**config.mk**
```make
export PLATFORM = sky130hd
export DESIGN_NAME = opc5_fetch
export DESIGN_NICKNAME = d
export VERILOG_FILES = /design/src/hdl/opc5_cpu_pkg.sv /design/src/hdl/opc5_fetch.sv
export SDC_FILE = /design/constraint.sdc
export NUM_CORES = 1
export LEC_CHECK = 0
export BUFFER_PORTS_ARGS = -buffer_cell sky130_fd_sc_hd__buf_2
export CORE_MARGIN = 4
export CORE_UTILIZATION = 38
export DETAILED_ROUTE_END_ITERATION = 16
export HOLD_SLACK_MARGIN = 0.12
export PLACE_DENSITY = 0.74
export SYNTH_ARGS = -nofsm -noshare
export SYNTH_HDL_FRONTEND = slang
export SYNTH_SLANG_ARGS = --single-unit
```
**constraint.sdc**
```tcl
create_clock -name clk -period 1.55 [get_ports clk]
set_input_delay 0 -clock clk [delete_from_list [all_inputs] [get_ports clk]]
set_output_delay 0 -clock clk [all_outputs]
set_load 0.1 [all_outputs]
```
**src/hdl/opc5_cpu_pkg.sv**
```systemverilog
package opc5_cpu_pkg;

   localparam int WORD_BITS     = 16;
   localparam int MEM_WORDS     = 4096;
   localparam int ADDR_BITS     = $clog2(MEM_WORDS);  // Index width into the memory array.
   localparam int REG_ADDR_BITS = 4;
   localparam int REG_COUNT     = 15;                 // Registers r0 to r14 are stored.

   typedef logic [WORD_BITS-1:0]     word_t;
   typedef logic [REG_ADDR_BITS-1:0] reg_addr_t;

   localparam reg_addr_t PC_REG = 4'd15;               // Reads of r15 return the PC.

   typedef enum logic [2:0] {
      FETCH0 = 3'd0,
      FETCH1 = 3'd1,
      EA_ED  = 3'd2,
      RDMEM  = 3'd3,
      EXEC   = 3'd4,
      WRMEM  = 3'd5
   } state_t;

endpackage

```
**src/hdl/opc5_fetch.sv**
```systemverilog
`timescale 1ns/1ps

module opc5_fetch
   import opc5_cpu_pkg::*;
(
   input  logic   clk,
   input  logic   reset_b,
   input  state_t state,
   input  word_t  read_data,
   input  word_t  result,
   input  logic   pc_load,
   input  word_t  operand_value,
   input  logic   use_operand_address,
   output word_t  instr,
   output word_t  pc,
   output word_t  address
);

   logic pc_step;

   assign pc_step = (state == FETCH0) || (state == FETCH1);

   always_ff @(posedge clk or negedge reset_b)
   begin
      if (!reset_b)
      begin
         pc <= '0;
      end
      else if (pc_step)
      begin
         pc <= pc + 1'b1;                    // Steps past the instruction and its operand word.
      end
      else if (pc_load)
      begin
         pc <= result;
      end
   end

   always_ff @(posedge clk)
   begin
      if (state == FETCH0)
      begin
         instr <= read_data;
      end
   end

   // Data accesses use the effective address; everything else fetches at the PC.
   assign address = use_operand_address ? operand_value : pc;

endmodule

```
Word-level counts from Yosys, hierarchy flattened --
Index checks and enable logic that the tools add are counted.
Word-level totals: register bits after elaboration 32, input port bits 55, output and inout port bits 48, logic and storage cells 10
Operators by class: add/sub/neg operators 1, eq/ne operators 1, multiplexer cells 3, reduce and logical (&&, ||, !) cells 3
Operator list (count):
- $mux 16 | 3
- $add 16x1->16 const B | 1
- $eq 3x1->1 const B | 1
- $logic_not 3->1 | 1
- $reduce_bool 2->1 | 1
- $logic_or 1x1->1 | 1

Longest topological paths before layout --
depth after elaboration 3, depth in mapped cells 6, gate-level depth less buffers 5

Worst setup path before layout --
No wires, ideal clock.
path type reg2out, from register pc[8], to output address[8], data arrival time 3.318 ns, data required time 1.550 ns, path slack -1.768 ns, cell stages (with the launch flop) 3, cell sequence dfrtp_1 inv_1 o21ai_0
On the way: cells in the longest elaborated chain, start to end 1
Ends and longest elaborated chain:
- from (decl) | line opc5_fetch.sv:15 | output word_t pc,
- from (signal assigned) | line opc5_fetch.sv:31 | pc <= pc + 1'b1;
- from (signal assigned) | line opc5_fetch.sv:35 | pc <= result;
- $mux 16 | line opc5_fetch.sv:48 | assign address = use_operand_address ? operand_value : pc;
- to (decl) | line opc5_fetch.sv:16 | output word_t address
Every way passes these cells.

Final worst setup path --
from register pc[4], to output address[4]
Same word-level chain as after synthesis.

==> impl_metrics.ini <==
[setup_path]
slowest_delay_ns = 0.51
cp-startpoint = pc[4]
critPathKind = flop to output pin
r2r_slack_ns = 0.07
rr_worst_depth = 5
worst_path_max_delay_cell = dfrtp_4
crit_path_end = address[4]
path_depth = 3
required_ns = 1.55
path_max_fanout = 6
start_kind = flop
crit_path_end_kind = output pin
critPathTopFamily = flip-flops
crit_arrival_ns = 1.50
path_cells = buf_4 -> mux2_2 -> buf_2
reg2reg_to = pc[10]
cp_num_buf_inv = 2
r2r_start = pc[1]

[die]
rows = 23
core_area_um2 = 4060
chipHeight_um = 73.1
start_util = 0.397
io_pins = 103
dieArea_um2 = 5350
die_x_um = 73.1

[global_routing]
grt_pass1_wl_um = 7870
first_global_vias = 1717
antenna_found_initial = 0
grt_max_degree = 21
grtUsageTotal = 0.190
grt_overflow = 0

[placed_design]
gp_congestion = 0.794
place_inst = 291
portBuffers = 102
dp_hpwl_um = 3550

[cts]
htreeDepth = 2
cts_buffers = 5
clk_latency_ns = 0.28
cts_max_path_buffers = 2
clk_pin_slew_ns = 0.07
root_buffer = clkbuf_8
cts.sinks = 32
cts_tree = yes

[power]
peakVddDrop_uv = 1060
p_leak_nw = 1.23
powerDensity_nw_per_um2 = 1200

[yosys]
synthXorXnorAreaFrac = 0.00543
ys_seq_area_frac = 0.547
ys_ff_latch = 32
yosys_warnings = 0
synthFlopType = edfxtp_1
synth_compound_area_frac = 0.129
synth_area_leaders = edfxtp_1 (30%), dfrtp_1 (25%), mux2_2 (8.4%), nand2_1 (3.5%), nor2_1 (2.6%)
synthAdderAreaFrac = 0.00776
async_reset_ff_frac = 0.500
synth-simple-area-share = 0.169
yosysTopAreaCell = edfxtp_1
synth_top_family_by_area = simple AND/OR/NAND/NOR gates
synth_top_area_share = 0.298
synth_edf_count = 16
synth_area_um2 = 1610
muxShareOfSynthArea = 0.109
synthCells = 144
synthTopCellsByCount = dfrtp_1 (16), edfxtp_1 (16), nand2_1 (15), mux2_2 (12), nor2_1 (11)
synth_cell_types = 37
syn_area_per_cell_um2 = 11.2
synthesis.nets = 200

[timing]
finalSetupViolCount = 0
fmax_mhz = 666
grt_setup_unrepaired = true
hold_viol_final = 0
timing.final.crit_period_ns = 1.50
worst_pin_slew_ns = 0.533
slew_violations = 0
hold_ws_ns = 0.130
finalCritPeriodShare = 0.969
relSlewSlack = 0.645
finalClockSkew_ns = 0.00752

[detailed_routing]
drcViolationCount = 0
wl_um = 5240
drt_iter0_markers = 54
routedWlPerCell_um = 15.2
dr.pass1.iters = 4
routed_via_density = 5.03
final_antenna_net_count = 0
via_count = 1731

[layout]
multiInputGateArea_um2 = 759
ff_latch_area_um2 = 921
fillers = 311
drive_above_1_share = 0.551
nets = 349
syn_to_final_growth_pct = 75.2
final_cells = 344
num_antenna_cells = 0

[hold_path]
hold_depth = 3
worstHoldPathType = input pin to flop

[status]
run_status = finished, final reports clean

[flow_run]
drv_cap = 0
[tightest hold or removal path: cells and delay by family]
| kind | cells | cell delay [ns] |
|---|---|---|
| compound gates | 1 | 0.08 |
| buf+inv | 1 | 0.15 |
| mux | 1 | 0.15 |
[where the power goes]
part | internal [mW] | total [mW] | switching (mW)
clock network | 0.477 | 0.783 | 0.306
registers | 0.996 | 1.10 | 0.102
logic | 0.351 | 1.51 | 1.16
total | 1.82 | 3.39 | 1.57
[worst min path at each step]
stage / to / start
finish: pc[1] / pc_load
global route: pc[0] / pc_load
CTS: pc[1] / pc_load
detailed placement: pc[2] / reset_b
global placement: pc[12] / reset_b
floorplan: pc[10] / reset_b
[logic make-up after synthesis]
family / after synthesis
AO/OA/AOI/OAI: 31
XOR/XNOR: 1
adder cells (fa/ha/maj): 1
buffers and inverters: 12
flip-flops: 32
multiplexers: 16
AND/OR/NAND/NOR: 51
[state kept, by name, indices dropped and copies added, names as in the netlist]
register	count
instr	16
pc	16
[placed cells by master (no fill, tap or decap), drive strengths merged, types with 2 or more instances in the layout]
cell type,netlist,layout
buf,5,115
dlygate4sd3,0,35
edfxtp,16,16
dfrtp,16,16
nand2,15,15
mux2,12,12
nor2,11,11
o21ai,7,7
nand4,6,6
nand3,6,6
clkbuf,3,6
a211oi,5,5
a21oi,5,5
inv,4,4
o211ai,4,4
mux2i,4,4
nor3,3,3
o21a,2,2
a311oi,2,2
and4,2,2
nor4,2,2
[routing by layer]
metal  track usage  share of wire  up-vias
li1              -              -      837
met1         0.242           0.41      802
met2         0.314           0.48       85
met3        0.0537          0.096        7
met4        0.0553          0.011        0
met5             0              0        -
[cell type report]
type                       count  share of cell area
clock buffer                   6              0.0257
clock inverter                 2              0.0124
timing repair buffer         150               0.339
multi-input combinational    100               0.269
inverter                       4             0.00532
tap                           50              0.0222
sequential                    32               0.326
[timing repair]
action | in CTS | in global routing
pin swaps | 1 | 6
setup buffers | 0 | 10
gates resized for setup | 0 | 3
hold endpoints to repair | 48 | 0
endpoints found under the setup margin | 3 | 5
hold buffers | 35 | 0
gates cloned | 0 | 0
[metrics by stage]
step	power, mW	TNS, ns	worst slack, ns	cell area (um2)	utilization
global placement	2.49	0	0.0489	2290	0.563
global route	3.52	-0.0336	-0.0332	2820	0.696
detailed placement	2.50	-0.0763	-0.0358	2290	0.563
CTS	3.37	0	0.0444	2740	0.676
floorplan	2.25	-0.920	-0.165	1740	-
finish	3.39	0	0.0476	2820	0.696
No activity file was read; power rests on OpenSTA's default activity.
