===== src/hdl/opc5_cpu_pkg.sv =====
package opc5_cpu_pkg;

   localparam int WORD_BITS     = 16;
   localparam int MEM_WORDS     = 4096;
   localparam int ADDR_BITS     = $clog2(MEM_WORDS);  // Index width into the memory array.
   localparam int REG_ADDR_BITS = 4;
   localparam int REG_COUNT     = 15;                 // Registers r0 to r14 are stored.

   typedef logic [WORD_BITS-1:0]     word_t;
   typedef logic [REG_ADDR_BITS-1:0] reg_addr_t;

   localparam reg_addr_t PC_REG = 4'd15;               // Reads of r15 return the PC.

   typedef enum logic [2:0] {
      FETCH0 = 3'd0,
      FETCH1 = 3'd1,
      EA_ED  = 3'd2,
      RDMEM  = 3'd3,
      EXEC   = 3'd4,
      WRMEM  = 3'd5
   } state_t;

endpackage


===== src/hdl/opc5_operand_reg.sv =====
`timescale 1ns/1ps

module opc5_operand_reg
   import opc5_cpu_pkg::*;
(
   input  logic   clk,
   input  state_t state,
   input  word_t  read_data,
   input  word_t  reg_data,
   output word_t  operand_value
);

   always_ff @(posedge clk)
   begin
      case (state)
         FETCH0:
         begin
            operand_value <= '0;                         // A one-word instruction has no offset.
         end
         FETCH1, RDMEM:
         begin
            operand_value <= read_data;
         end
         EA_ED:
         begin
            operand_value <= operand_value + reg_data;   // Source register plus offset.
         end
         default:
         begin
            operand_value <= operand_value;
         end
      endcase
   end

endmodule


===== config.mk =====
export PLATFORM = sky130hd
export DESIGN_NAME = opc5_operand_reg
export DESIGN_NICKNAME = d
export VERILOG_FILES = /design/src/hdl/opc5_cpu_pkg.sv /design/src/hdl/opc5_operand_reg.sv
export SDC_FILE = /design/constraint.sdc
export NUM_CORES = 1
export LEC_CHECK = 0
export ABC_AREA = 1
export ABC_CLOCK_PERIOD_IN_PS = 1700
export BUFFER_PORTS_ARGS = -buffer_cell sky130_fd_sc_hd__clkbuf_2
export CAP_MARGIN = 20
export CORE_ASPECT_RATIO = 2
export CORE_MARGIN = 2
export CORE_UTILIZATION = 40
export DETAILED_ROUTE_END_ITERATION = 8
export GPL_TIMING_DRIVEN = 0
export PLACE_DENSITY = 0.69
export SETUP_SLACK_MARGIN = 0.05
export SYNTH_ARGS = -nofsm -noshare
export SYNTH_HDL_FRONTEND = slang
export SYNTH_SLANG_ARGS = --single-unit

===== constraint.sdc =====
create_clock -name clk -period 1.7 [get_ports clk]
set_input_delay 0.34 -clock clk [delete_from_list [all_inputs] [get_ports clk]]
set_output_delay 0.34 -clock clk [all_outputs]
set_load 0.1 [all_outputs]

# After elaboration in Yosys (flattened, before gate mapping)
# Cells that the tools add are included.
# classes
reduce_logical	3
add_sub_neg	1
mux	1
eq_ne	3
shifts	0
bitwise	0
n_lt_le_gt_ge	0
mul	0
div_mod_pow	0
# ops
operator	n
$pmux 16 s3	1
$add 16x16->16	1
$eq 3x2->1 const B	2
$eq 3x1->1 const B	1
$logic_not 3->1	1
$reduce_bool 3->1	1
$reduce_or 2->1	1
# totals
reg_bits	16
n_memories	0
rom_bits	0
wordCells	9
out_inout_bits	16
mem_bits_rw	0
latch_bits	0

# Depth between registers and ports, before layout
# depth
ltp_word	3
depth_mapped	11
mapped_depth_nobuf	11

# Worst setup path after synthesis
# Ideal clock, no wire load.
# synth_path
path_type	register -> register
from	register operand_value[0]
to	register operand_value[14], data pin
n_path_buf	0
path_slack_ps	-634
required_time_ps	1447
path_stages_with_launch	11
arrival_time_ps	2081
synth_period_minus_slack_ps	2334
path_cell_list	edfxtp_1 -> ha_1 -> fa_1 -> nand2_1 -> nand2_1 -> nand3_2 -> nand2_2 -> nand2_1 -> nand3_1 -> nand3_1 -> nand2_1
# synth_via
elab_chain_len	2
# synth_rtl
element	line	rtl
from (decl)	opc5_operand_reg.sv:10	output word_t operand_value
from (signal assigned)	opc5_operand_reg.sv:22	operand_value <= read_data;
from (signal assigned)	opc5_operand_reg.sv:26	operand_value <= operand_value + reg_data;
from (signal assigned)	opc5_operand_reg.sv:30	operand_value <= operand_value;
$add 16x16->16	opc5_operand_reg.sv:26	
$pmux 16 s3	opc5_operand_reg.sv:15	case (state)
# No other way between the ends.
# A chain may end at the register's enable or synchronous reset.

# Worst setup path in the final report
# layout_path
from	register operand_value[0]
to	register operand_value[12], data pin
# The elaborated chain is that of the path after synthesis.

==> key figures <==
Synthesis
  – Synthesized area per cell: 6.76 um^2
  – Post-Syn Area: 0.00162 mm^2
  – Syn Inst Count: 239
  – Area share of the leading cell type in the synthesized netlist: 29.7%
  – Area leader, netlist: edfxtp_1
  – YS warnings: 0
  – Syn Nets: 291
  – Yosys cell types: 26
  – Seq cells post-synth: 16
  – Top post-synthesis cells by area: edfxtp_1 30%, nand2_1 22%, ha_1 12%
  – Seq/Total Area, Yosys: 29.7%

Clock tree
  – Clk_lat worst skew: 0.26 ns
  – CTS Root Cell: clkbuf_8
  – CTS tree: yes
  – Clock transition at the registers of the reported paths: 0.07 ns
  – Cts bufs inserted: 3
  – Hold_buf cts: 0
  – Clock buffer depth: 2
  – Total clock sinks: 16
  – H-tree Lvls: 1

Worst setup path
  – CP Data Arrival Time: 1.83 ns
  – Critical path data required time: 1.72 ns
  – CP max-delay cell: edfxtp_1
  – R2R depth: 9
  – Worst R2R End: operand_value[12]
  – Worst flop-to-flop path startpoint: operand_value[0]
  – Buf/Inv on CP: 0
  – CP Class: reg2reg
  – Largest delay share family, worst path: simple AND/OR/NAND/NOR gates
  – Flop2flop setup slack: -0.11 ns
  – CP startpoint kind: register
  – Cell mode on critical path: nand3_2
  – Crit-path cells: ha_4, fa_2, nand2_2, nand2_4, and2_4, nand3_2, nand4_1, nand3_2, nand2_1
  – Worst-path fanout max: 2
  – Setup crit end kind: register
  – Crit-path max cell delay: 0.43 ns

Layout
  – Max reg flops: 16
  – Biggest regs: operand_value (16)
  – Layout area overhead: 43.8%
  – Register with the most flip-flops: operand_value
  – Antenna Cells: 0
  – Share of layout cells above drive strength 1: 39.1%
  – Number of nets in the layout: 358

Global route
  – Largest net degree at the start of global routing: 18
  – Overflow left after global routing: 0
  – Global-route wire length before repair: 6760 um
  – Vias in the first global route: 1544
  – GRT Util Overall: 18.9%
  – Initial antenna violation count: 0

Hold path
  – Hold_sp: read_data[6]
  – Worst Hold Path EP: operand_value[6]
  – Hold Path Cell Cnt: 3
  – Hold Path Class: in2reg

STA
  – RSZ-0062 raised after global routing: yes
  – Slew headroom: 61.3%
  – Final setup fails: 6
  – PnR worst setup slack: -0.109 ns
  – Slew Limit Fails: 0
  – Clock skew: 0.00211 ns
  – Max Clk Rate: 553 MHz
  – Hold Slack: 0.355 ns
  – Final hold vios: 0
  – Worst slew pin tran: 0.578 ns
  – Final min period: 1.81 ns
  – Tcrit/Tclk final: 106%

Floorplan
  – Die area: 0.00459 mm^2
  – Site Rows: 32
  – Initial Utilization: 41.6%
  – Core area: 0.00388 mm^2
  – I/O pin count: 52
  – DIE HEIGHT: 93.9 um
  – Width of the die: 48.9 um

Routing
  – WL final: 4350 um
  – Routed Antenna Nets: 0
  – DRC Markers: 0
  – Drt first pass iters: 4
  – Vias per cell: 4.72
  – Vias: 1676
  – Post-DR wirelength/cell: 12.2 um
  – Number of DRC markers in iteration 0: 18

Power and ir drop
  – Cell Pwr Density: 683 mW/mm^2
  – P_leak: 1.23 nW
  – Power Total: 0.00159 W
  – Peak supply drop: 504 uV

Status
  – Status: complete, but fails checks
  – Failing checks: negative setup slack

Place
  – HPWL Detailed: 3450 um
  – IO Port Bufs: 51
  – GPL Wtd Cong: 0.810

Run
  – Max-cap violation count: 0
==> worst min-delay path, delay by kind of cell <==
family                 cells  cell delay (ns)
and+or+nand+nor            2             0.09
buffers and inverters      1             0.07
==> report_power, final <==
part / internal [W] / switching [W] / leakage, nW
logic: 0.000274 / 0.000518 / 1.04
registers: 0.000471 / 0.0000254 / 0.164
clock network: 0.000158 / 0.000142 / 0.0216
total: 0.000902 / 0.000685 / 1.23
==> per-stage QoR <==
step	cells	instance area [um^2]	util, %	setup WS, ns	setup TNS, ns
finish	355	2320	59.8	-0.109	-0.389
floorplan	239	1800	-	-0.546	-6.46
detailed placement	341	2120	54.5	-0.438	-4.97
global route	355	2320	59.8	-0.213	-1.17
global placement	341	2120	54.5	-0.414	-4.82
CTS	349	2240	57.7	-0.107	-0.381
==> routing by layer <==
layer / routed length [um] / track usage (%)
met1: 1540 / 18.4
met2: 2630 / 38.7
met4: 70 / 8.10
met3: 103 / 1.75
met5: 0 / 0
==> final cells by class <==
type | instances | area (um^2)
clock buffer | 3 | 41.3
fill | 391 | 1560
timing repair buffer | 62 | 338
sequential | 16 | 480
multi-input combinational | 179 | 1230
inverter | 42 | 161
tap | 51 | 63.8
buffer | 2 | 12.5
==> layout by cell type (no fill, tap or decap), types with 2 or more instances in the layout <==
cell type | netlist | layout
nand2_2 | 7 | 14
clkbuf_8 | 0 | 3
nor2_1 | 12 | 11
nand2_4 | 0 | 4
nand3_2 | 3 | 6
ha_4 | 0 | 14
edfxtp_1 | 16 | 16
buf_4 | 1 | 12
inv_2 | 3 | 3
a21oi_2 | 1 | 2
clkbuf_2 | 0 | 51
a21oi_1 | 9 | 8
nand3b_1 | 2 | 2
nand2_1 | 95 | 84
a22o_1 | 2 | 2
nor3_2 | 3 | 3
o21ai_1 | 2 | 7
nand3_1 | 15 | 11
inv_1 | 39 | 38
==> cell families after synthesis <==
| family | Yosys count | synth area share, % |
|---|---|---|
| xor+xnor | 2 | 1.08 |
| compound gates | 20 | 7.20 |
| buf+inv | 44 | 10.5 |
| simple gates | 141 | 38.6 |
| fa+ha+maj | 16 | 12.9 |
| flops | 16 | 29.7 |
==> repair_timing <==
| action | CTS | global route |
|---|---|---|
| setup endpoints to repair | 13 | 15 |
| buffers inserted | 5 | 6 |
| pin swaps | 7 | 4 |
| resized for setup | 14 | 10 |
==> synthesized netlist by cell type <==
cell type	number
nand2_1	95
inv_1	39
edfxtp_1	16
ha_1	15
nand3_1	15
nor2_1	12
a21oi_1	9
nand2_2	7
o21ai_0	5
inv_2	3
nand3_2	3
nor3_2	3
a22o_1	2
nand3b_1	2
o21ai_1	2
a21oi_2	1
a32o_1	1
and2_4	1
buf_2	1
buf_4	1
fa_1	1
nand4_1	1
or2_1	1
or2_2	1
xnor2_1	1
xor2_1	1
==> worst max path at each step <==
stage                      startpoint                 to  slack (ns)  cells past startpoint
detailed placement           state[2]  operand_value[12]       -0.44                      7
global placement             state[2]  operand_value[12]       -0.41                      7
finish               operand_value[0]  operand_value[12]       -0.11                      9
CTS                  operand_value[0]  operand_value[12]       -0.11                      9
global route        operand_value[13]  operand_value[14]       -0.21                      9
floorplan            operand_value[0]  operand_value[14]       -0.55                     10
No activity file was read; power rests on OpenSTA's default activity.
