<file path="src/hdl/opc5_cpu_pkg.sv">
package opc5_cpu_pkg;

   localparam int WORD_BITS     = 16;
   localparam int MEM_WORDS     = 4096;
   localparam int ADDR_BITS     = $clog2(MEM_WORDS);  // Index width into the memory array.
   localparam int REG_ADDR_BITS = 4;
   localparam int REG_COUNT     = 15;                 // Registers r0 to r14 are stored.

   typedef logic [WORD_BITS-1:0]     word_t;
   typedef logic [REG_ADDR_BITS-1:0] reg_addr_t;

   localparam reg_addr_t PC_REG = 4'd15;               // Reads of r15 return the PC.

   typedef enum logic [2:0] {
      FETCH0 = 3'd0,
      FETCH1 = 3'd1,
      EA_ED  = 3'd2,
      RDMEM  = 3'd3,
      EXEC   = 3'd4,
      WRMEM  = 3'd5
   } state_t;

endpackage

</file>
<file path="src/hdl/opc5_isa_pkg.sv">
package opc5_isa_pkg;

   // The encoding order matches the 3-bit opcode field.
   typedef enum logic [2:0] {
      LD  = 3'd0,
      ADD = 3'd1,
      AND = 3'd2,
      OR  = 3'd3,
      XOR = 3'd4,
      ROR = 3'd5,
      ADC = 3'd6,
      STO = 3'd7
   } opcode_t;

   // Predicate bits. A set flag bit means that flag is not tested.
   localparam int PRED_C  = 15;
   localparam int PRED_Z  = 14;
   localparam int PINVERT = 13;

   localparam int LONG_BIT     = 12;        // A second operand word follows.
   localparam int INDIRECT_BIT = 11;        // The operand is fetched from memory.

   localparam int OPCODE_LSB = 8;           // Low bit of the opcode field.
   localparam int SRC_LSB    = 4;           // Low bit of the source register field.
   localparam int DST_LSB    = 0;           // Low bit of the destination register field.

endpackage

</file>
<file path="src/hdl/opc5_regfile.sv">
`timescale 1ns/1ps

module opc5_regfile
   import opc5_cpu_pkg::*;
   import opc5_isa_pkg::*;
(
   input  logic  clk,
   input  logic  reg_read_sel,
   input  word_t instr,
   input  word_t pc,
   input  logic  reg_we,
   input  word_t write_data,
   output word_t reg_data
);

   word_t     regs [REG_COUNT];
   reg_addr_t read_addr;
   reg_addr_t write_addr;

   assign write_addr = instr[DST_LSB +: $bits(reg_addr_t)];
   assign read_addr  = reg_read_sel ? write_addr : instr[SRC_LSB +: $bits(reg_addr_t)];

   always_comb
   begin
      if (read_addr == PC_REG)
         reg_data = pc;
      else if (read_addr == '0)
         reg_data = '0;                      // r0 always reads as zero.
      else
         reg_data = regs[read_addr];
   end

   always_ff @(posedge clk)
   begin
      if (reg_we)
      begin
         regs[write_addr] <= write_data;     // Control never raises reg_we for r15.
      end
   end

endmodule

</file>
<file path="config.mk">
export PLATFORM = sky130hd
export DESIGN_NAME = opc5_regfile
export DESIGN_NICKNAME = d
export VERILOG_FILES = /design/src/hdl/opc5_cpu_pkg.sv /design/src/hdl/opc5_isa_pkg.sv /design/src/hdl/opc5_regfile.sv
export SDC_FILE = /design/constraint.sdc
export NUM_CORES = 1
export LEC_CHECK = 0
export CAP_MARGIN = 20
export CORE_ASPECT_RATIO = 1.1
export CORE_MARGIN = 2
export CORE_UTILIZATION = 57
export CTS_CLUSTER_SIZE = 16
export DETAILED_ROUTE_END_ITERATION = 10
export DONT_BUFFER_PORTS = 1
export PLACE_DENSITY = 0.81
export SYNTH_ARGS = -nofsm -noshare
export SYNTH_HDL_FRONTEND = slang
export SYNTH_SLANG_ARGS = --single-unit
</file>
<file path="constraint.sdc">
create_clock -name clk -period 2.25 [get_ports clk]
set_input_delay 0.225 -clock clk [delete_from_list [all_inputs] [get_ports clk]]
set_output_delay 0.225 -clock clk [all_outputs]
set_load 0.03 [all_outputs]
</file>
## Word level (Yosys, flattened, before mapping)

Memory sizes are Yosys's and may differ from the RTL's.
Cells that the tools add are included.

| storage, ports and cells | value |
|---|---|
| bits in registers | 0 |
| bits in writable memories | 240 |
| logic and storage cells | 8 |
| memories kept | 1 |

| operators by class | value |
|---|---|
| equal/unequal tests | 1 |
| multiplexer cells | 5 |
| reductions and logical operators | 1 |

Memory list:

| memory | words | width | rd ports | clocked after Yosys merged registers in | write ports | line | text |
|---|---|---|---|---|---|---|---|
| regs | 15 | 16 | 1 | 0 | 1 | opc5_regfile.sv:16 | `word_t regs [REG_COUNT];` |

Operators with widths:

| operator | count |
|---|---|
| 16-bit two-way mux | 2 |
| 4-bit == test (second input constant) | 1 |
| 4-bit logical NOT | 1 |
| 4-bit two-way mux | 1 |
| 1-bit two-way mux | 2 |

## Logic depth before layout (Yosys ltp)

Gate-level depths: netlist of run 1.

| logic depth | value |
|---|---|
| depth after elaboration | 4 |
| mapped depth | 10 |
| gate-level depth less buffers | 6 |

## Worst setup path after synthesis of run 1

OpenSTA, ideal clock, no wires.

| path | value |
|---|---|
| path kind | input -> output |
| from | in instr[5] |
| to | out reg_data[14] |
| data arrival time | 2.146 ns |
| slack | -0.121 ns |
| stages on the path | 8 |
| path buffers | 2 |
| cells stage by stage | buf_4 or2_4 buf_6 o22ai_2 o21ai_0 a311oi_1 nor4_1 o31ai_1 |

| between the ends | value |
|---|---|
| word-level cells in the longest chain between the ends | 4 |
| elaborated cells on any way between the ends | 6 |

Ends and longest elaborated chain:

| element | line | text |
|---|---|---|
| start: declaration | opc5_regfile.sv:9 | `input word_t instr,` |
| 4-bit two-way mux * | opc5_regfile.sv:21 | `assign read_addr = reg_read_sel ? write_addr : instr[SRC_LSB +: $bits(reg_addr_t)];` |
| memory read 15 x 16 bit / 4-bit logical NOT (equally long branches) | n/a |  |
| 16-bit two-way mux | opc5_regfile.sv:27 | `else if (read_addr == '0)` |
| 16-bit two-way mux * | opc5_regfile.sv:25 | `if (read_addr == PC_REG)` |
| end: declaration | opc5_regfile.sv:13 | `output word_t reg_data` |

Mark *: on every way between the ends. The rest lies on a longest branch, timed or not.

## Final worst setup path of run 1

| path | value |
|---|---|
| from | mem regs[6][14] (netlist bit) |
| to | out reg_data[14] |

| between the ends | value |
|---|---|
| word-level cells in the longest chain between the ends | 3 |

Ends and longest elaborated chain:

| element | line |
|---|---|
| start: declaration | opc5_regfile.sv:16 |
| memory read 15 x 16 bit | n/a |
| 16-bit two-way mux | opc5_regfile.sv:27 |
| 16-bit two-way mux | opc5_regfile.sv:25 |

No other way between the ends.

==> results of run 1 <==
final cells by class:
type | count | area [sq um] | share of cell area
inverter | 5 | 18.8 | 0.00146
timing repair buffer | 102 | 962 | 0.0748
sequential | 240 | 7210 | 0.560
clock inverter | 17 | 138 | 0.0107
multi-input combinational | 587 | 3620 | 0.281
tap | 247 | 309 | 0.0240
antenna | 3 | 7.51 | 0.000583
clock buffer | 26 | 608 | 0.0473
cell usage after synthesis (all sizes together):
| master | count | area [sq um] |
|---|---|---|
| inv | 5 | 18.8 |
| a211oi | 36 | 270 |
| o31ai | 1 | 7.51 |
| nor2 | 57 | 224 |
| nor4 | 1 | 6.26 |
| a22oi | 1 | 7.51 |
| a21o | 15 | 113 |
| o22ai | 17 | 119 |
| and2 | 9 | 56.3 |
| o21ai | 49 | 249 |
| nand3 | 4 | 20.0 |
| a31oi | 25 | 156 |
| buf | 42 | 272 |
| nor3b | 1 | 12.5 |
| a2bb2oi | 8 | 70.1 |
| nor2b | 5 | 31.3 |
| o32a | 8 | 92.6 |
| a32o | 15 | 150 |
| a21oi | 181 | 906 |
| or2 | 15 | 96.3 |
| nand2b | 5 | 38.8 |
| nand2 | 95 | 359 |
| clkbuf | 32 | 120 |
| a2bb2o | 1 | 10.0 |
| a311oi | 3 | 26.3 |
| a22o | 7 | 61.3 |
| edfxtp | 240 | 7210 |
| o31a | 1 | 8.76 |
| a311o | 15 | 150 |
| a32oi | 1 | 8.76 |
| mux2i | 1 | 22.5 |
| nor3 | 10 | 60.1 |
through the flow:
step,std cells,setup TNS [ns],hold slack [ns]
after CTS,1224,-0.173,0.0760
after global routing,1225,-0.874,0.0830
after floorplan,906,0,0.324
after global placement,1162,0,0.325
after detailed placement,1162,0,0.324
final,1227,-0.423,0.0987
routing by layer:
layer	track usage	vias up
li1	-	3617
met1	0.412	4066
met2	0.529	708
met3	0.0605	117
met4	0.130	4
met5	0	-
where the power goes:
group	switching, mW	internal, mW
Combinational	0.810	0.522
Clock	1.63	2.18
Sequential	0.0312	5.01
Total	2.48	7.71
cell families after synthesis:
kind of cell / share of synthesized area
AND/OR/NAND/NOR: 0.0826
multiplexers: 0.00206
buffers and inverters: 0.0375
AO/OA/AOI/OAI: 0.220
flip-flops: 0.658
timing repair:
action | 4_1_cts | 5_1_grt
hold buffers | 19 | 0
resized for setup | 41 | 33
hold endpoints to repair | 246 | 0
setup endpoints to repair | 16 | 16
pin swaps | 38 | 39
worst max-delay path, stage by stage, from the launching register on:
cell      delay [ns]
edfxtp_1        0.36
nor2_2          0.06
o22ai_2         0.23
o21ai_1         0.10
a311oi_1        0.22
nor4_1          0.09
buf_4           0.16
o31ai_4         0.40
path summary, 6_finish.rpt:
| kind | to | slack (ns) | from |
|---|---|---|---|
| worst max-delay path | reg_data[14] | -0.12 | regs[6][14] |
| worst min-delay path | regs[8][11] | 0.1 | instr[1] |
==> results.sh, run 1 <==
export IMPL_rows=53
export IMPL_layout_common_cells="edfxtp_1, a21oi_1, nand2_1"
export IMPL_fill_cells=1245
export IMPL_postSynthAreaPerCell_sq_um=12.1
export IMPL_cts_buffer_depth=3
export IMPL_via_count=8512
export IMPL_io_pins=67
export IMPL_place_ws_ns=0.0676
export IMPL_cts_root_buffer="clkbuf_16"
export IMPL_firstDrtPassIters=8
export IMPL_cts_setup_buffers=0
export IMPL_final_max_slew_violation_count=0
export IMPL_grt_pass1_vias=8242
export IMPL_coreArea_sq_um=19000
export IMPL_violations="negative setup slack"
export IMPL_ant_nets=0
export IMPL_syn_nets=957
export IMPL_area_growth_pct=17.5
export IMPL_syn_instance_count=906
export IMPL_dr_first_iter_drc_count=1553
export IMPL_yosysUniqueCellTypes=47
export IMPL_cts_htree_levels=1
export IMPL_die_w_microns=136
export IMPL_vias_per_cell=6.94
export IMPL_fin_ws_ns=-0.122
export IMPL_wl_met1_microns=11000
export IMPL_wl_met2_microns=16000
export IMPL_powerDensity_nw_per_um2=792
export IMPL_crit_arrival_ns=2.15
export IMPL_largest_register_ffs=240
export IMPL_total_power_mw=10.2
export IMPL_required_ns=2.03
export IMPL_leakage_nw=4.38
export IMPL_overflow=0
export IMPL_drv_cap=0
export IMPL_place_congestion=0.893
export IMPL_dr_wl_met3_microns=4000
export IMPL_max_slew_margin_rel=0.544
export IMPL_holdCritPathClass="input port to register"
export IMPL_crit_fanout=2
export IMPL_top_register="regs"
export IMPL_initial_utilization=0.577
export IMPL_peakVddDrop_mv=0.677
export IMPL_io_buffers=0
export IMPL_critPathLaunchType="register"
export IMPL_tightest_slew_ns=0.682
export IMPL_cts_clk_slew_worst_paths_ns=0.06
export IMPL_mostFrequentLayoutCell="edfxtp_1"
export IMPL_top_regs="regs x240"
export IMPL_yosysWarnings=0
export IMPL_status="finished with violations"
export IMPL_antenna_found_initial=4
export IMPL_grt_max_degree=60
export IMPL_fin_crit_ns=2.37
export IMPL_synthesis_area_sq_um=11000
export IMPL_hold_path_depth=2
export IMPL_grt_usage=0.318
export IMPL_ys_seq_area_frac=0.658
export IMPL_finalCritPeriodShare=1.05
export IMPL_cts_num_sinks=240
export IMPL_drive_gt1_frac=0.201
export IMPL_cts_made_buffers=24
export IMPL_grt_pass1_wl_microns=47800
export IMPL_hpwlAfterDp_microns=19000
export IMPL_nets=1011
export IMPL_wl_per_cell_microns=26.5
export IMPL_synth_seq_cells=240
export IMPL_dieArea_sq_um=20300
export IMPL_setup_violations=10
export IMPL_top_layer="met5"
export IMPL_critical_path_class="register to output pin"
export IMPL_routed_wl_microns=32500
export IMPL_max_freq_mhz=422
export IMPL_cts_tree="done"
export IMPL_place_area_sq_um=11600
export IMPL_drc_errors=0
export IMPL_die_h_microns=149
export IMPL_final_util=0.679
export IMPL_rsz0062_at_grt="true"
export IMPL_crit_path_end_kind="output pin"
export IMPL_finalHoldViolations=0
export IMPL_postLayoutCellArea_sq_um=12900
Power figures use the tool's default switching activity.
==> run 2, diff against run 1 <==
--- a/config.mk
+++ b/config.mk
@@ -12,7 +12,7 @@
 export CTS_CLUSTER_SIZE = 16
 export DETAILED_ROUTE_END_ITERATION = 10
 export DONT_BUFFER_PORTS = 1
-export PLACE_DENSITY = 0.81
+export PLACE_DENSITY = 0.75
 export SYNTH_ARGS = -nofsm -noshare
 export SYNTH_HDL_FRONTEND = slang
 export SYNTH_SLANG_ARGS = --single-unit
==> results.sh, run 2 (synthesized netlist as in run 1, its figures left out) <==
export IMPL_status="finished with violations"
export IMPL_violations="negative setup slack"
export IMPL_top_register="regs"
export IMPL_hpwlAfterDp_microns=19200
export IMPL_antenna_cells=0
export IMPL_layout_common_cells="edfxtp_1, a21oi_1, nand2_1"
export IMPL_power_frac_comb=0.129
export IMPL_cts_htree_levels=1
export IMPL_switchingPower_mw=2.44
export IMPL_grt_max_degree=60
export IMPL_die_h_microns=149
export IMPL_rsz0062_at_grt="true"
export IMPL_dr_first_iter_drc_count=1039
export IMPL_place_area_sq_um=11700
export IMPL_nets=1007
export IMPL_cts_num_sinks=240
export IMPL_fin_setup_tns_ns=-0.256
export IMPL_mostFrequentLayoutCell="edfxtp_1"
export IMPL_place_congestion=0.887
export IMPL_powerDensity_nw_per_um2=794
export IMPL_grt_pass1_wl_microns=47100
export IMPL_via_count=8298
export IMPL_crit_fanout=2
export IMPL_cts_tree="done"
export IMPL_wl_per_cell_microns=26.2
export IMPL_pwr_share_clk=0.378
export IMPL_grt_pass1_vias=8082
export IMPL_setup_violations=9
export IMPL_pwr_share_seq=0.493
export IMPL_max_slew_margin_rel=0.524
export IMPL_cts_setup_buffers=0
export IMPL_antenna_found_initial=0
export IMPL_grt_usage=0.314
export IMPL_crit_arrival_ns=2.11
export IMPL_die_w_microns=136
export IMPL_area_growth_pct=17.7
export IMPL_required_ns=2.03
export IMPL_place_inst=1159
export IMPL_crit_path_top_delay_cell="edfxtp_1"
export IMPL_max_stage_delay_ns=0.42
export IMPL_initial_utilization=0.577
export IMPL_max_freq_mhz=428
export IMPL_critical_path_class="register to output pin"
export IMPL_io_pins=67
export IMPL_p_int_mw=7.80
export IMPL_tightest_slew_ns=0.712
export IMPL_final_max_slew_violation_count=0
export IMPL_dieArea_sq_um=20300
export IMPL_cts_root_buffer="clkbuf_16"
export IMPL_fin_crit_ns=2.34
export IMPL_finalCritPeriodShare=1.04
export IMPL_crit_path_end_kind="output pin"
export IMPL_critPathLaunchType="register"
export IMPL_final_util=0.680
export IMPL_postLayoutCellArea_sq_um=12900
export IMPL_coreArea_sq_um=19000
export IMPL_cts_made_buffers=24
export IMPL_cts_clk_slew_worst_paths_ns=0.06
export IMPL_switching_share=0.238
export IMPL_vias_per_cell=6.81
export IMPL_finalHoldViolations=0
export IMPL_drc_errors=0
export IMPL_holdCritPathClass="input port to register"
export IMPL_routed_wl_microns=31900
export IMPL_drv_cap=0
export IMPL_largest_register_ffs=240
export IMPL_ant_nets=0
export IMPL_firstDrtPassIters=5
export IMPL_rows=53
export IMPL_leakage_nw=4.38
export IMPL_cts_buffer_depth=3
export IMPL_peakVddDrop_mv=0.752
export IMPL_io_buffers=0
export IMPL_drive_gt1_frac=0.200
export IMPL_fin_cells=1219
export IMPL_overflow=0
export IMPL_path_cells="nor2_1 -> o22ai_2 -> o21ai_1 -> a311oi_2 -> nor4_2 -> buf_4 -> o31ai_4 -> buf_6"
export IMPL_top_regs="regs x240"
export IMPL_fin_ws_ns=-0.0887
-- run 2: power groups by stage --
stage / Clock, mW / Combinational (mW) / Sequential, mW
5_1_grt: 4.03 / 1.40 / 5.05
3_3_place_gp: 0 / 1.09 / 5.13
6_report: 3.87 / 1.32 / 5.04
3_5_place_dp: 0 / 1.11 / 5.14
2_1_floorplan: 0 / 0.773 / 5.13
4_1_cts: 3.88 / 1.27 / 5.04
-- run 2: metal layers --
metal	GRT usage	part of all wire
met1	0.407	0.36
met2	0.510	0.48
met3	0.0567	0.11
met4	0.158	0.047
met5	0	0
-- run 2: final timing paths --
kind    startpoint  slack (ns)  cells after the start            to
max   regs[10][14]       -0.09                      8  reg_data[14]
min       instr[1]        0.08                      2    regs[4][2]
-- run 2: final cells by class --
type | count | area, sq um
Clock buffer | 33 | 656
Clock inverter | 9 | 90.1
Fill cell | 1338 | 6080
Inverter | 5 | 18.8
Multi-Input combinational cell | 587 | 3620
Sequential cell | 240 | 7210
Tap cell | 247 | 309
Timing Repair Buffer | 98 | 988
-- run 2: metrics by stage --
stage,worst slack [ns],total power [mW],hold WS (ns)
after floorplan,0.0294,5.90,0.324
after global placement,0.0666,6.22,0.325
after detailed placement,0.0597,6.24,0.324
after CTS,-0.0568,10.2,0.0610
after global routing,-0.204,10.5,0.0687
final,-0.0887,10.2,0.0770
-- run 2: repair_timing --
item,4_1_cts,5_1_grt
hold buffers,18,0
pin swaps,41,31
gates resized for setup,43,28
endpoints found under the hold margin,244,0
endpoints found under the setup margin,14,16
-- run 2: critical path: cells and delay by family, from the launching register on --
family,cells,cell delay (ns)
flip-flops,1,0.42
AND/OR/NAND/NOR,2,0.45
AO/OA/AOI/OAI,4,0.40
buffers and inverters,2,0.34
