<file path="src/hdl/opc5_cpu_pkg.sv">
package opc5_cpu_pkg;

   localparam int WORD_BITS     = 16;
   localparam int MEM_WORDS     = 4096;
   localparam int ADDR_BITS     = $clog2(MEM_WORDS);  // Index width into the memory array.
   localparam int REG_ADDR_BITS = 4;
   localparam int REG_COUNT     = 15;                 // Registers r0 to r14 are stored.

   typedef logic [WORD_BITS-1:0]     word_t;
   typedef logic [REG_ADDR_BITS-1:0] reg_addr_t;

   localparam reg_addr_t PC_REG = 4'd15;               // Reads of r15 return the PC.

   typedef enum logic [2:0] {
      FETCH0 = 3'd0,
      FETCH1 = 3'd1,
      EA_ED  = 3'd2,
      RDMEM  = 3'd3,
      EXEC   = 3'd4,
      WRMEM  = 3'd5
   } state_t;

endpackage

</file>
<file path="src/hdl/opc5_isa_pkg.sv">
package opc5_isa_pkg;

   // The encoding order matches the 3-bit opcode field.
   typedef enum logic [2:0] {
      LD  = 3'd0,
      ADD = 3'd1,
      AND = 3'd2,
      OR  = 3'd3,
      XOR = 3'd4,
      ROR = 3'd5,
      ADC = 3'd6,
      STO = 3'd7
   } opcode_t;

   // Predicate bits. A set flag bit means that flag is not tested.
   localparam int PRED_C  = 15;
   localparam int PRED_Z  = 14;
   localparam int PINVERT = 13;

   localparam int LONG_BIT     = 12;        // A second operand word follows.
   localparam int INDIRECT_BIT = 11;        // The operand is fetched from memory.

   localparam int OPCODE_LSB = 8;           // Low bit of the opcode field.
   localparam int SRC_LSB    = 4;           // Low bit of the source register field.
   localparam int DST_LSB    = 0;           // Low bit of the destination register field.

endpackage

</file>
<file path="src/hdl/opc5_control.sv">
`timescale 1ns/1ps

module opc5_control
   import opc5_cpu_pkg::*;
   import opc5_isa_pkg::*;
(
   input  logic   clk,
   input  logic   reset_b,
   input  word_t  read_data,
   input  word_t  instr,
   input  logic   carry_flag,
   input  logic   zero_flag,
   output state_t state,
   output logic   reg_read_sel,
   output logic   use_operand_address,
   output logic   reg_we,
   output logic   pc_load,
   output logic   flag_we,
   output logic   rnw
);

   logic      predicate_d;
   logic      predicate_q;
   logic      sto_d;
   logic      sto_q;
   logic      skip_ea;
   opcode_t   fetched_opcode;
   reg_addr_t src_field;
   reg_addr_t dst_field;

   assign predicate_d = read_data[PINVERT] ^
                        ((read_data[PRED_C] | carry_flag) & (read_data[PRED_Z] | zero_flag));
   assign fetched_opcode = opcode_t'(read_data[OPCODE_LSB +: $bits(opcode_t)]);
   assign sto_d          = (fetched_opcode == STO);
   assign src_field      = instr[SRC_LSB +: $bits(reg_addr_t)];
   assign dst_field      = instr[DST_LSB +: $bits(reg_addr_t)];
   // With r0 as source the immediate word is already the operand.
   assign skip_ea        = (src_field == '0) && !instr[INDIRECT_BIT] && !sto_q;

   always_ff @(posedge clk or negedge reset_b)
   begin
      if (!reset_b)
      begin
         predicate_q <= 1'b0;
         sto_q       <= 1'b0;
      end
      else if (state == FETCH0)
      begin
         predicate_q <= predicate_d;                    // Held until the next FETCH0.
         sto_q       <= sto_d;
      end
   end

   always_ff @(posedge clk or negedge reset_b)
   begin
      if (!reset_b)
      begin
         state <= FETCH0;
      end
      else
      begin
         case (state)
            FETCH0 : state <= read_data[LONG_BIT] ? FETCH1 : (predicate_d ? EA_ED : FETCH0);
            FETCH1 : state <= !predicate_q ? FETCH0 : (skip_ea ? EXEC : EA_ED);
            EA_ED  : state <= instr[INDIRECT_BIT] ? RDMEM : (sto_q ? WRMEM : EXEC);
            RDMEM  : state <= EXEC;
            default: state <= FETCH0;                   // EXEC and WRMEM end the instruction.
         endcase
      end
   end

   assign reg_read_sel        = (state == EXEC) || (state == WRMEM);
   assign use_operand_address = (state == RDMEM) || (state == WRMEM);
   assign reg_we              = (state == EXEC) && (dst_field != PC_REG);
   assign pc_load             = (state == EXEC) && (dst_field == PC_REG);
   assign flag_we             = (state == EXEC);
   assign rnw                 = (state != WRMEM);

endmodule

</file>
<file path="config.mk">
export PLATFORM = sky130hd
export DESIGN_NAME = opc5_control
export DESIGN_NICKNAME = d
export VERILOG_FILES = /design/src/hdl/opc5_cpu_pkg.sv /design/src/hdl/opc5_isa_pkg.sv /design/src/hdl/opc5_control.sv
export SDC_FILE = /design/constraint.sdc
export NUM_CORES = 1
export LEC_CHECK = 0
export ABC_AREA = 1
export BUFFER_PORTS_ARGS = -buffer_cell sky130_fd_sc_hd__buf_2
export CAP_MARGIN = 25
export CORE_AREA = 2 2 39 41
export CTS_BUF_LIST = sky130_fd_sc_hd__clkbuf_4 sky130_fd_sc_hd__clkbuf_8
export CTS_CLUSTER_SIZE = 14
export DETAILED_ROUTE_END_ITERATION = 8
export DIE_AREA = 0 0 41 43
export HOLD_SLACK_MARGIN = 0.15
export PLACE_DENSITY = 0.7
export SYNTH_ARGS = -nofsm -noshare
export SYNTH_HDL_FRONTEND = slang
export SYNTH_SLANG_ARGS = --single-unit
</file>
<file path="constraint.sdc">
create_clock -name clk -period 1.05 [get_ports clk]
set_clock_uncertainty 0.1 [all_clocks]
set_input_delay 0.21 -clock clk [delete_from_list [all_inputs] [get_ports clk]]
set_output_delay 0.21 -clock clk [all_outputs]
set_load 0.05 [all_outputs]
</file>
Word level (Yosys, flattened, before mapping)

Index checks and enable logic that the tools add are counted.

Flip-flop bits (word level): 5
Bits of input ports: 36
Output and inout bits: 9
Word-level logic and storage cells: 33

Equality and inequality tests: 9
Muxes and demuxes: 7
Bitwise logic cells: 4
Reduce and logical (&&, ||, !) cells: 10

Operator list:

| operator                                      | count |
|---|---|
| case mux 3 bit (4 select lines)               | 1 |
| == test 3 bit, second input constant          | 3 |
| 2-to-1 mux 3 bit                              | 3 |
| == test 3 x 2 -> 1 bit, second input constant | 2 |
| == test 4 bit, second input constant          | 1 |
| logical AND 1 bit                             | 4 |
| logical NOT 4 bit                             | 1 |
| 2-to-1 mux 2 bit                              | 2 |
| inequality test 4 bit, second input constant  | 1 |
| == test 3 x 1 -> 1 bit, second input constant | 1 |
| logical NOT 3 bit                             | 1 |
| inequality test 3 bit, second input constant  | 1 |
| logical NOT 1 bit                             | 2 |
| logical OR 1 bit                              | 2 |
| OR 1 bit                                      | 2 |
| AND 1 bit                                     | 1 |
| 2-to-1 mux 1 bit                              | 1 |
| XOR 1 bit                                     | 1 |

Depth between registers and ports, before layout

Gate-level depths: netlist of run 1.

Depth after elaboration: 6
Depth in mapped cells: 7
Mapped depth without buffers: 7

Least setup slack after synthesis of run 1

No wires, ideal clock.

Path type: register -> output
Start point: reg state[2]
End point: out use_operand_address
Arrival: 2.776 ns
Data required time: 0.740 ns
Slack: -2.036 ns
Cell stages (with the launch flop): 5
Path buffers: 0
Path through: dfrtp_1 inv_1 nor2_1 nand2_1 o21ai_0

Longest elaborated chain between the ends: 2
Elaborated cells on any way between the ends: 3
Classes of those cells: 2 x eq/ne; 1 x reduce/logical

Ends and longest elaborated chain:

| what                                                           | line               | source |
|---|---|---|
| from (decl)                                                    | opc5_control.sv:13 | `output state_t state,` |
| from (signal assigned)                                         | opc5_control.sv:63 | `FETCH0 : state <= read_data[LONG_BIT] ? FETCH1 : (predicate_d ? EA_ED : FETCH0);` |
| from (signal assigned)                                         | opc5_control.sv:64 | `FETCH1 : state <= !predicate_q ? FETCH0 : (skip_ea ? EXEC : EA_ED);` |
| from (signal assigned)                                         | opc5_control.sv:65 | `EA_ED : state <= instr[INDIRECT_BIT] ? RDMEM : (sto_q ? WRMEM : EXEC);` |
| == test 3 x 2 -> 1 bit / == test 3 bit (equally long branches) | opc5_control.sv:73 | `assign use_operand_address = (state == RDMEM) \|\| (state == WRMEM);` |
| logical OR 1 bit *                                             | opc5_control.sv:73 |  |
| to (decl)                                                      | opc5_control.sv:15 | `output logic use_operand_address,` |

Every way passes the cells marked *; elsewhere a longest branch is shown, timed or not.

Worst setup path after layout of run 1

Start point: reg state[0]
End point: out pc_load

Longest elaborated chain between the ends: 2

Ends and longest elaborated chain:

| what              | line               | source |
|---|---|---|
| == test 3 bit     | opc5_control.sv:75 | `assign pc_load = (state == EXEC) && (dst_field == PC_REG);` |
| logical AND 1 bit | opc5_control.sv:75 |  |
| to (decl)         | opc5_control.sv:17 | `output logic pc_load,` |

No other way between the ends.

==> run metrics, run 1 <==
Root Driver=clkbuf_4; Clk Latency, worst-skew pair=0.24 ns; setup violators final=14; gr usage total=13.4%; Mapped Nets=94; Synth Area in Simple Gates=42.1%; post-DR wirelength/cell=8.97 um; Reg clk slew, reported paths=0.05 ns; status=finished with violations; largest net degree at the start of global routing=6; CTS tree=built; mux cell area share after synthesis=0%; placed cell count=108; DRC=0; R2R setup slack=-0.13 ns; Power per Cell Area=2560 nW/um^2; Worst Hold Class=in -> reg; GRT overflow=0; Die Width=41 um; Ys Warns=0; adder-cell area share of the yosys netlist=0%; router iterations before antenna repair=2; WS Path Type=reg -> out; Cell Area, Placed=616 sq um; die area=1760 sq um; Via density=4.29; final instance area=816 sq um; GPL Wtd Cong=0.741; vias in the first global route=455; Post-Syn Instances=58; synth unique cells=11; CTS Buf Count=3; fin crit period=1.49 ns; Synth Register Bits=5; clk sinks=5; Port Buf Inserts=28; crit path launch=state[0]; leakage=0.456 nW; FILL cells=118; share of cells above drive strength 1=58.3%; startpoint types=register; core area=1380 sq um; ANT nets after route=0; worst r2r src=state[1]; routed vias=511; Max IR drop VDD=1.08 mV; Critical Path AT=1.18 ns; CTS HTree Levels=1; post-synthesis xor/xnor area fraction=0%; area grow syn2layout=133%; Detailed Route WL=1.07 mm; Critical Path Sink Type=primary output; CP Data Required Time=0.74 ns; hold path startpoint=instr[6]; synthesized cell area=350 sq um; initial drt markers=4; relative slew slack=88.7%; post-synthesis sequential area ratio=35.7%; Die H=43 um; max-slew violations=0; Ports=45; Synth Area in Compound Gates=6.07%; Cell Rows=14; final setup margin=-0.439 ns; failing checks=negative setup slack; first-pass GRT wire length=1.55 mm; initial antenna violation count=0; Max-Cap Viols=0; RSZ-0062 raised after global routing=yes; # diodes=0; final worst-path cycle share=142%; Worst Tran Pin Value=0.169 ns; Initial Util=25.3%; Critical Path End=pc_load; final hold violations=0; largest family of logic cells by synthesized area=simple AND/OR/NAND/NOR gates; Mean Syn Cell Area=6.04 sq um; highest clock rate=672 MHz; Final Core Density=59.0%; Reg2Reg Capture Point=state[1]; layout net count=140; Final Non-Filler Cells=119; HPWL Detailed=782 um; crit-path max FO=3; clock buffer depth=2; Worst R2R Path Depth=7; Power Total=2.09 mW
==> Yosys cell counts, drive strengths merged <==
master  instances  area share [%]
nand3           4             5.7
inv            14              15
o21ai           3             4.3
o22ai           1             1.8
dfrtp           5              36
nand4           3             5.4
nand2          17              19
nor2           10              12
clkinv          1             1.1
==> final cells by class <==
| class | instances | area (sq um) | area share, % |
|---|---|---|---|
| Tap cell | 16 | 20.0 | 2.45 |
| Multi-Input combinational cell | 38 | 240 | 29.4 |
| Inverter | 15 | 63.8 | 7.82 |
| Clock buffer | 4 | 30.0 | 3.68 |
| Timing Repair Buffer | 41 | 333 | 40.8 |
| Sequential cell | 5 | 129 | 15.8 |
==> cell usage in the layout (no fill, tap or decap), types with 3 or more instances in the layout <==
cell type / Yosys / layout
buf_2: 0 / 19
buf_4: 0 / 6
buf_6: 0 / 6
buf_8: 0 / 5
clkbuf_4: 0 / 4
dfrtp_2: 0 / 3
dlygate4sd3_1: 0 / 5
inv_1: 14 / 11
nand2_1: 16 / 11
nand2_2: 1 / 3
nand2_4: 0 / 3
nand3_1: 4 / 3
nand4_1: 3 / 3
nor2_1: 8 / 5
nor2_4: 0 / 4
==> how the worst min path moves through the flow <==
stage                        endpoint  slack, ns  cells past startpoint
after floorplan           predicate_q      -0.19                      0
after global placement    predicate_q      -0.06                      1
after detailed placement  predicate_q      -0.06                      1
final                        state[2]       0.14                      4
after CTS                    state[2]       0.14                      4
after global routing         state[2]       0.19                      4
==> layer usage <==
metal / track usage [%] / wire [um]
met5: 0 / 0
met4: 8.00 / 8
met3: 3.14 / 76
met2: 25.6 / 632
met1: 10.8 / 349
==> power breakdown <==
| part | internal (mW) | total, mW | leakage (nW) | switching [mW] |
|---|---|---|---|---|
| combinational | 0.628 | 1.48 | 0.378 | 0.849 |
| clock | 0.169 | 0.247 | 0.0184 | 0.0775 |
| sequential | 0.283 | 0.364 | 0.0603 | 0.0807 |
==> kinds of logic after synthesis <==
logic type             count (synthesis)
AND/OR/NAND/NOR                       34
buffers and inverters                 15
flip-flops                             5
AO/OA/AOI/OAI                          4
==> registers in the layout, indices dropped and copies added, names as in the netlist <==
name / flops
predicate_q: 1
state: 3
sto_q: 1
==> critical path, stage by stage, from the launching register on <==
cell	delay [ns]
dfrtp_2	0.40
nor2_2	0.18
nand2_4	0.11
nor2_4	0.10
buf_6	0.16
==> timing repair <==
action                                  CTS  global route
endpoints found under the setup margin   14            14
buffers inserted                          2             1
endpoints found under the hold margin     8             0
gates resized for setup                  20            13
hold buffers                              5             0
==> stage by stage <==
step | hold WS (ns) | TNS (ns) | worst slack [ns]
after floorplan | -0.186 | -2.96 | -0.621
after global placement | -0.0648 | -1.74 | -0.296
after detailed placement | -0.0650 | -1.94 | -0.322
after CTS | 0.138 | -3.55 | -0.437
after global routing | 0.190 | -4.38 | -0.498
final | 0.141 | -3.64 | -0.439
(Power assumes the default switching activity.)
==> run 2: changes to the inputs <==
- CTS_BUF_LIST: sky130_fd_sc_hd__clkbuf_4 sky130_fd_sc_hd__clkbuf_8 -> sky130_fd_sc_hd__clkbuf_8
- REMOVE_ABC_BUFFERS: not set -> 1
==> run 2 against run 1 <==
The run still ends with negative setup slack left. Largest cell class unchanged. Via count rose by 0.98%. Total power rose by 13%. Register-to-register slack got worse by 0.13 ns. Routed wire length rose by 13%.
==> run metrics, run 2 (same netlist as run 1, synthesis figures left out) <==
Min Hold Slack=0.151 ns (+0.00958 ns); final worst-path cycle share=141% (-0.64 points); most frequent cells in the layout=buf_2, buf_6, inv_1, nand2_1; fin crit period=1.48 ns (-0.00667 ns); initial drt markers=5 (+1); Cell Rows=14 (unchanged); FILL cells=115 (-2.5%); Worst Tran Pin Value=0.175 ns (+0.00616 ns); die area=1760 sq um (unchanged); status=finished with violations; router iterations before antenna repair=2 (unchanged); biggest regs=state (3), predicate_q (1), sto_q (1); largest net degree at the start of global routing=6 (unchanged); CTS tree=built; Die Width=41 um (unchanged); layout net count=140 (unchanged); final hold violations=0 (unchanged); CP Cell Sequence=nor2_4 > nand2_4 > nor2_2 > buf_6; Max IR drop VDD=1.11 mV (+2.3%); crit path launch=state[1]; max-slew violations=0 (unchanged); failing checks=negative setup slack; share of cells above drive strength 1=62.1% (+3.9 points); RSZ-0062 raised after global routing=yes; commonest non-fill, non-tap cell in the layout=buf_2; HPWL Detailed=747 um (-4.5%); CTS Buf Count=3 (unchanged); Max-Cap Viols=0 (unchanged); final instance area=828 sq um (+1.5%); Final Core Density=59.9% (+0.90 points); ANT nets after route=0 (unchanged); Ports=45 (unchanged); Clk Latency, worst-skew pair=0.21 ns (-0.03 ns); Critical Path AT=1.17 ns (about the same); multi-input logic area=234 sq um (-2.6%); Via density=4.34 (+0.98%); register area=128 sq um (-0.97%); Die H=43 um (unchanged); Power per Cell Area=2840 nW/um^2 (+11%); GRT overflow=0 (unchanged); CP Data Required Time=0.74 ns (about the same); setup violators final=14 (unchanged); post-DR wirelength/cell=10.2 um (+13%); clock buffer depth=2 (unchanged); Port Buf Inserts=28 (unchanged); worst r2r src=state[1]; routed vias=516 (+0.98%); gr usage total=13.1% (-0.30 points); Critical Path End=pc_load; Power Total=2.35 mW (+13%); WS Path Type=reg -> out; Reg clk slew, reported paths=0.03 ns (-0.02 ns); crit-path max FO=5 (+2); highest clock rate=675 MHz (+0.45%); Biggest register=state; vias in the first global route=485 (+6.6%); R2R setup slack=-0.26 ns (-0.13 ns); first-pass GRT wire length=1.58 mm (+1.8%); CTS HTree Levels=1 (unchanged); GPL Wtd Cong=0.667 (-10%); core area=1380 sq um (unchanged); Slowest-stage cell, CP=dfrtp_2; Reg2Reg Capture Point=state[1]; CP max stage delay=0.46 ns (+0.06 ns); max reg flops=3 (unchanged); clk sinks=5 (unchanged); final setup margin=-0.432 ns (+0.00667 ns); DRC=0 (unchanged); relative slew slack=88.3% (-0.40 points); area grow syn2layout=136%; # diodes=0 (unchanged); Worst Hold Class=in -> reg; Detailed Route WL=1.21 mm (+13%); leakage=0.476 nW (+4.2%); Root Driver=clkbuf_8; Cell Area, Placed=563 sq um (-8.5%); Worst R2R Path Depth=9 (+2); Initial Util=25.3% (unchanged); setup TNS=-3.51 ns (+0.131 ns); Critical Path Sink Type=primary output; startpoint types=register; initial antenna violation count=0 (unchanged)
run 2: cell types whose count changed in the layout (fill, tap and decap cells not counted), sizes merged:
| cell | before | now |
|---|---|---|
| clkinvlp | 1 | 0 |
| clkbuf | 4 | 3 |
| buf | 36 | 40 |
| dlygate4sd3 | 5 | 1 |
| inv | 13 | 15 |
run 2: power by group:
part	switching, mW	internal, mW	total (mW)	leakage [nW]
clock	0.0806	0.249	0.330	0.0269
sequential	0.102	0.281	0.383	0.0618
combinational	0.893	0.749	1.64	0.387
total	1.07	1.28	2.35	0.476
run 2: final cells by class:
type	count	area share, %
inverters	15	7.70
repair buffers	41	40.8
clock inverters	1	0.453
flip-flops and latches	5	15.4
well taps	16	2.42
clock buffers	3	4.98
multi-input cells	38	28.2
run 2: worst max-delay path, delay by kind of cell (launching register included):
kind                   cells  cell delay, ns
DFF                        1            0.46
buffers and inverters      1            0.17
and+or+nand+nor            3            0.32
run 2: routing by layer:
metal	GRT usage [%]	routed length, um	vias up	share of wire, %
met3	4.71	75	0	6.2
met1	9.48	432	227	36
met5	0	0	-	0
met4	4.00	0	0	0
li1	-	-	267	-
met2	26.9	700	22	58
run 2: per-stage QoR:
step,setup WS [ns],instances
finish,-0.432,119
global route,-0.475,119
CTS,-0.420,116
detailed placement,-0.272,109
global placement,-0.218,109
floorplan,-2.04,58
run 2: how the worst min path moves through the flow:
stage | slack [ns] | from | cells after the start | to
6_report | 0.15 | read_data[8] | 3 | sto_q
5_1_grt | 0.19 | read_data[8] | 3 | sto_q
4_1_cts | 0.15 | read_data[8] | 3 | sto_q
3_5_place_dp | -0.07 | reset_b | 1 | state[1]
3_3_place_gp | -0.07 | reset_b | 1 | state[2]
2_1_floorplan | -0.19 | reset_b | 0 | predicate_q
run 2: what timing repair did:
| action | CTS | global route |
|---|---|---|
| pin swaps | 12 | 12 |
| hold buffers | 1 | 0 |
| hold endpoints to repair | 5 | 0 |
| buffers inserted | 4 | 4 |
| gates cloned | 0 | 0 |
| gates resized for setup | 25 | 35 |
| setup endpoints to repair | 14 | 14 |
